[src/corr_config.svh]
//##########################################################
// correlator sizing macros: lines, baselines, lags,
// history depth, accumulator and integration widths.
//##########################################################

`ifndef CORR_CONFIG_SVH
`define CORR_CONFIG_SVH

// four 1-bit input lines.
`define CORR_NUM_LINES 4

// unordered pairs of the four lines.
`define CORR_NUM_BASELINES 6

// lags -1, 0 and +1.
`define CORR_NUM_LAGS 3

`define CORR_DEPTH 4

// kept narrow so that saturation is reachable in a short run.
`define CORR_ACC_WIDTH 10
`define CORR_INTEG_WIDTH 16

`endif

[src/corr_pkg.sv]
//##########################################################
// correlator types: samples, history, accumulators, frame,
// APB request bundle and APB word address decode.
//##########################################################

`include "corr_config.svh"

package corr_pkg;

	typedef logic [`CORR_NUM_LINES-1:0] sample_word_t;

	// [line][tap], tap 0 holds the newest sample.
	typedef logic [`CORR_NUM_LINES-1:0][`CORR_DEPTH-1:0] line_history_t;

	typedef logic signed [`CORR_ACC_WIDTH-1:0] acc_t;

	typedef struct packed {
		acc_t re;
		acc_t im;
	} cplx_acc_t;

	// baseline 0 lag 0 real sits at the top of the word.
	typedef cplx_acc_t [0:`CORR_NUM_BASELINES-1][0:`CORR_NUM_LAGS-1] corr_frame_t;

	typedef struct packed {
		logic        psel;
		logic        penable;
		logic        pwrite;
		logic [7:0]  paddr;
		logic [31:0] pwdata;
	} apb_req_t;

	typedef struct packed {
		logic       is_reg;   // clear for a frame read.
		logic       spare;    // must be zero.
		logic [2:0] baseline;
		logic [1:0] lag;      // 0 is lag -1.
		logic       part;     // 0 real, 1 quadrature.
	} frame_addr_t;

	typedef struct packed {
		logic       is_reg;
		logic [6:0] index;
	} reg_addr_t;

	typedef union packed {
		frame_addr_t frm;
		reg_addr_t   regs;
	} apb_addr_u;

	typedef enum logic [6:0] {
		REG_CTRL   = 7'd0,
		REG_LEN    = 7'd1,
		REG_STATUS = 7'd2
	} reg_index_e;

endpackage

[src/apb_readout.sv]
//##########################################################
// APB slave with control and length registers, frame flag
// and count, and the frame buffer read mux.
//##########################################################

`timescale 1ns/1ps

`include "corr_config.svh"

module apb_readout (
	input  logic                          pllclk,
	input  logic                          reset,
	input  corr_pkg::apb_req_t            apb,
	output logic [31:0]                   prdata,
	input  corr_pkg::corr_frame_t         frame,
	input  logic                          frame_pulse,
	output logic                          enable,
	output logic [`CORR_INTEG_WIDTH-1:0]  integ_len,
	output logic                          frame_ready
);

	corr_pkg::apb_addr_u addr;
	corr_pkg::cplx_acc_t sel_cplx;
	corr_pkg::acc_t sel_acc;
	logic frame_hit;
	logic wr_en;
	logic clear_flag;
	logic [7:0] frame_cnt;

	assign addr = apb.paddr;
	assign wr_en = apb.psel && apb.penable && apb.pwrite;  // access phase only.
	assign clear_flag = wr_en && addr.regs.is_reg &&
		addr.regs.index == corr_pkg::REG_STATUS && apb.pwdata[0];

	assign frame_hit = !addr.frm.spare &&
		addr.frm.baseline < 3'(`CORR_NUM_BASELINES) &&
		addr.frm.lag < 2'(`CORR_NUM_LAGS);
	assign sel_cplx = frame[addr.frm.baseline][addr.frm.lag];
	assign sel_acc = addr.frm.part ? sel_cplx.im : sel_cplx.re;

	always_comb begin
		prdata = '0;
		if (!addr.regs.is_reg) begin
			if (frame_hit) begin
				prdata = 32'(sel_acc);  // sign extended.
			end
		end else begin
			case (addr.regs.index)
				corr_pkg::REG_CTRL:   prdata = {31'd0, enable};
				corr_pkg::REG_LEN:    prdata = 32'(integ_len);
				corr_pkg::REG_STATUS: prdata = {16'd0, frame_cnt, 7'd0, frame_ready};
				default:              prdata = '0;
			endcase
		end
	end

	always_ff @(posedge pllclk) begin
		if (!reset) begin
			enable <= 1'b0;
			integ_len <= `CORR_INTEG_WIDTH'(1);
			frame_ready <= 1'b0;
			frame_cnt <= '0;
		end else begin
			if (wr_en && addr.regs.is_reg) begin
				case (addr.regs.index)
					corr_pkg::REG_CTRL: enable <= apb.pwdata[0];
					corr_pkg::REG_LEN:  integ_len <= apb.pwdata[`CORR_INTEG_WIDTH-1:0];
					default: ;
				endcase
			end
			if (frame_pulse) begin
				frame_ready <= 1'b1;  // set beats a clear in the same cycle.
				frame_cnt <= frame_cnt + 1'b1;
			end else if (clear_flag) begin
				frame_ready <= 1'b0;
			end
		end
	end

endmodule

[src/correlator_accum.sv]
//##########################################################
// baseline and lag sign products, saturating accumulators,
// integration counter and frame snapshot.
//##########################################################

`timescale 1ns/1ps

`include "corr_config.svh"

module correlator_accum (
	input  logic                          pllclk,
	input  logic                          reset,
	input  corr_pkg::line_history_t       history,
	input  logic                          hist_valid,
	input  logic                          enable,
	input  logic [`CORR_INTEG_WIDTH-1:0]  integ_len,
	output corr_pkg::corr_frame_t         frame,
	output logic                          frame_pulse
);

	localparam corr_pkg::acc_t ACC_MAX = corr_pkg::acc_t'((1 << (`CORR_ACC_WIDTH - 1)) - 1);
	localparam corr_pkg::acc_t ACC_MIN = -ACC_MAX;
	localparam corr_pkg::acc_t ONE = corr_pkg::acc_t'(1);

	// an accumulator parked at either rail stays there.
	function automatic corr_pkg::acc_t sat_step(input corr_pkg::acc_t acc, input logic agree);
		if (acc == ACC_MAX || acc == ACC_MIN) begin
			sat_step = acc;
		end else if (agree) begin
			sat_step = acc + ONE;
		end else begin
			sat_step = acc - ONE;
		end
	endfunction

	corr_pkg::corr_frame_t acc;
	wire corr_pkg::corr_frame_t acc_next;
	logic [`CORR_INTEG_WIDTH-1:0] cnt;
	logic step;
	logic last;

	for (genvar a = 0; a < `CORR_NUM_LINES - 1; a++) begin : g_a
		for (genvar b = a + 1; b < `CORR_NUM_LINES; b++) begin : g_b
			// pairs enumerate as 0-1, 0-2, 0-3, 1-2, 1-3, 2-3.
			localparam int BL = a * (2 * `CORR_NUM_LINES - a - 1) / 2 + (b - a - 1);
			for (genvar li = 0; li < `CORR_NUM_LAGS; li++) begin : g_lag
				assign acc_next[BL][li].re = sat_step(acc[BL][li].re,
					history[a][1] == history[b][li]);
				assign acc_next[BL][li].im = sat_step(acc[BL][li].im,
					history[a][1] == history[b][li + 1]);
			end
		end
	end

	assign step = hist_valid && enable;
	assign last = (cnt == integ_len - 1'b1);  // this sample closes the integration.
	assign frame_pulse = step && last;

	always_ff @(posedge pllclk) begin
		if (!reset) begin
			acc <= '0;
			cnt <= '0;
			frame <= '0;
		end else if (step) begin
			if (last) begin
				frame <= acc_next;  // includes the closing sample.
				acc <= '0;
				cnt <= '0;
			end else begin
				acc <= acc_next;
				cnt <= cnt + 1'b1;
			end
		end
	end

endmodule

[src/correlator_top.sv]
//##########################################################
// correlator top: history lines, accumulators, APB side.
//##########################################################

`timescale 1ns/1ps

`include "corr_config.svh"

module correlator_top (
	input  logic                   pllclk,
	input  logic                   reset,
	input  corr_pkg::sample_word_t samples,
	input  logic                   smp_strobe,
	input  corr_pkg::apb_req_t     apb,
	output logic [31:0]            prdata,
	output logic                   frame_ready
);

	corr_pkg::line_history_t history;
	corr_pkg::corr_frame_t frame;
	logic hist_valid;
	logic enable;
	logic frame_pulse;
	logic [`CORR_INTEG_WIDTH-1:0] integ_len;

	sample_delay_lines lines_i (
		.pllclk     (pllclk),
		.reset      (reset),
		.samples    (samples),
		.smp_strobe (smp_strobe),
		.history    (history),
		.hist_valid (hist_valid)
	);

	correlator_accum accum_i (
		.pllclk      (pllclk),
		.reset       (reset),
		.history     (history),
		.hist_valid  (hist_valid),
		.enable      (enable),
		.integ_len   (integ_len),
		.frame       (frame),
		.frame_pulse (frame_pulse)
	);

	apb_readout apb_i (
		.pllclk      (pllclk),
		.reset       (reset),
		.apb         (apb),
		.prdata      (prdata),
		.frame       (frame),
		.frame_pulse (frame_pulse),
		.enable      (enable),
		.integ_len   (integ_len),
		.frame_ready (frame_ready)
	);

endmodule

[src/sample_delay_lines.sv]
//##########################################################
// per-line sample history and the delayed sample strobe.
//##########################################################

`timescale 1ns/1ps

`include "corr_config.svh"

module sample_delay_lines (
	input  logic                    pllclk,
	input  logic                    reset,
	input  corr_pkg::sample_word_t  samples,
	input  logic                    smp_strobe,
	output corr_pkg::line_history_t history,
	output logic                    hist_valid
);

	corr_pkg::line_history_t hist_next;

	// new sample enters at tap 0, the oldest falls off the end.
	always_comb begin
		for (int ln = 0; ln < `CORR_NUM_LINES; ln++) begin
			hist_next[ln] = {history[ln][`CORR_DEPTH-2:0], samples[ln]};
		end
	end

	always_ff @(posedge pllclk) begin
		if (!reset) begin
			history <= '0;
			hist_valid <= 1'b0;
		end else begin
			hist_valid <= smp_strobe;  // lines up with the shifted history.
			if (smp_strobe) begin
				history <= hist_next;
			end
		end
	end

endmodule
[config.mk]
export PLATFORM = sky130hd
export DESIGN_NAME = correlator_top
export DESIGN_NICKNAME = d
export VERILOG_FILES = /design/src/corr_pkg.sv /design/src/apb_readout.sv /design/src/correlator_accum.sv /design/src/correlator_top.sv /design/src/sample_delay_lines.sv
export VERILOG_INCLUDE_DIRS = /design/src
export SDC_FILE = /design/constraint.sdc
export NUM_CORES = 2
export LEC_CHECK = 0
export BUFFER_PORTS_ARGS = -buffer_cell sky130_fd_sc_hd__buf_4
export CAP_MARGIN = 20
export CORE_AREA = 4 4 299 301
export CTS_BUF_LIST = sky130_fd_sc_hd__clkbuf_4 sky130_fd_sc_hd__clkbuf_8 sky130_fd_sc_hd__clkbuf_16
export CTS_CLUSTER_SIZE = 10
export DETAILED_ROUTE_END_ITERATION = 8
export DIE_AREA = 0 0 303 305
export PLACE_DENSITY = 0.75
export SKIP_LAST_GASP = 1
export SLEW_MARGIN = 10
export SYNTH_ARGS = -nofsm -noshare
export SYNTH_HDL_FRONTEND = slang
export SYNTH_HIERARCHICAL = 1
export SYNTH_SLANG_ARGS = --single-unit
export TNS_END_PERCENT = 30
[constraint.sdc]
create_clock -name pllclk -period 10.8 [get_ports pllclk]
set_input_delay 2.16 -clock pllclk [delete_from_list [all_inputs] [get_ports pllclk]]
set_output_delay 2.16 -clock pllclk [all_outputs]
set_load 0.02 [all_outputs]
==> flow_summary.yaml <==
timing:
  tightest_slew_ns: 1.33
  fin_ws_ns: 3.16
  hold_viol: 0
  holdWs_ns: 0.448
  final.period_utilization: 0.708
  fin_skew_ns: 0.0328
  final_max_slew_viol_count: 0
  setup_viol: 0
  rsz0062_at_grt: "no"
  fmax_mhz: 131
  slew_headroom: 0.115
  period_needed_ns: 7.64
  finalSetupTns_ns: 0
hold_path:
  min_path_type: "reg -> reg"
  holdPathStages: 2
  hp-start: "accum_i/frame[175]$_SDFFE_PN0P_"
  min_to: "accum_i/frame[175]$_SDFFE_PN0P_"
routing:
  wirelength_um: 141000
  drt-wirelength-per-cell_um: 20.8
  drcViolationCount: 0
  via_per_inst: 6.41
  firstDrtPassIters: 6
  drt_iter0_drc: 4461
  ant_nets: 0
  vias: 43600
worst_setup_path:
  worstSetupPathType: "in -> out"
  timing.rr.end: "accum_i/acc[175]$_SDFFE_PN0P_"
  cp_slowest_cell: "buf_4"
  crit_path_max_fanout: 54
  timing.critical_path.arrival_ns: 5.48
  worst_r2r_path_depth: 12
  crit_required_ns: 8.64
  rrSetupSlack_ns: 5.92
  crit_path_start_kind: "primary input"
  rr_startpoint: "apb_i/integ_len[1]$_SDFFE_PN0P_"
  max_stage_delay_ns: 0.77
  worst_setup_path_end_kind: "primary output"
  path_cells: "buf_6 > buf_4 > mux2i_1 > a2111oi_0 > a21o_1 > o31ai_2 > nor2_1 > buf_4"
  crit_top_cell: "buf_4"
placement:
  routabilityCongestion: 0.931
  dp_slack_ns: 3.16
  dp_hpwl_um: 95600
  numPortBuffers: 66
floorplan:
  num_rows: 108
  coreArea_mm2: 0.0866
  die_h_um: 305
  die_x_um: 303
  ioPinCount: 83
  start_util: 0.547
  die_area_mm2: 0.0924
status:
  status: "complete, no violations"
global_routing:
  overflow: 0
  grt_max_degree: 209
  antenna_found_initial: 5
  grt_use_total: 0.294
  first_global_vias: 40500
  grt_pass1_wl_um: 222000
clocking:
  cts_tree: "yes"
  htreeDepth: 3
  cts_hold_buf: 0
  post-cts-setup-buffers: 0
  clockBufferDepth: 3
  cts_root_buf: "clkbuf_16"
  cts.sinks: 777
  cts_resized: 0
  cts.clk_slew.worst_paths_ns: 0.05
  clk_latency_ns: 0.65
  numCtsBuffers: 91
synth:
  ys_warn_count: 6
  syn_area_per_cell_um2: 8.24
  synthesis.area_mm2: 0.0474
  syn_nets: 6131
  syn_inst: 5754
power_and_ir_drop:
  power.leakage_nw: 20.2
  finalPower_mw: 6.20
  ir_drop_mv: 0.111
  p_per_area_mw_per_mm2: 122
finish:
  fillerInstances: 7783
  drive_above_1_share: 0.0544
  final_core_util: 0.587
  final_nets: 5990
  final_common_cell: "dfxtp_1"
  area_growth_pct: 7.22
  layout_common_cells: "777 x dfxtp_1, 664 x nor2_1, 608 x nand2_1, 592 x a21oi_1, 317 x o21ai_0"
flow_run:
  drv_cap: 0
## layer usage
layer,part of all wire,vias up,routed length [um],global-route usage
met5,0.000064,-,9,0
met4,0.042,2,5910,0.109
met3,0.079,316,11100,0.0434
met2,0.44,1568,62300,0.460
met1,0.44,20900,61900,0.411
li1,-,20800,-,-
## flip-flops by register name, indices dropped and copies added (netlist names)
register,flops
lines_i/hist_valid,1
accum_i/frame,360
apb_i/integ_len,16
lines_i/history,14
apb_i/frame_ready,1
apb_i/enable,1
accum_i/cnt,16
accum_i/acc,360
apb_i/frame_cnt,8
## cell type report
cell class	count	area (um^2)	share of cell area
Sequential cell	777	15600	0.306
Multi-Input combinational cell	4567	30100	0.592
Clock buffer	115	2530	0.0498
Timing Repair Buffer	117	918	0.0181
Tap cell	1155	1450	0.0284
Clock inverter	7	76.3	0.00150
Antenna cell	3	7.51	0.000148
Inverter	59	229	0.00450
## critical path: cells and delay by family
kind            cells  cell delay (ns)
buf+inv             3             1.47
compound gates      3             0.96
mux                 1             0.17
simple gates        1             0.70
## through the flow
step                      std cells  instance area (um^2)
final                          6800                 50800
after global routing           6797                 50800
after CTS                      6794                 50800
after detailed placement       6672                 48200
after global placement         6671                 48200
after floorplan                5754                 47400
## power breakdown
part | switching, mW | internal (mW)
clock | 1.20 | 1.62
combinational | 0.324 | 0.181
sequential | 0.00404 | 2.87
total | 1.53 | 4.67
## worst max-delay path by stage
stage | startpoint | end
finish | apb[35] | prdata[31]
global route | apb[35] | prdata[31]
CTS | apb[35] | prdata[26]
detailed placement | apb[35] | prdata[26]
global placement | apb[35] | prdata[27]
floorplan | apb[35] | prdata[17]
Power figures use the tool's default switching activity.
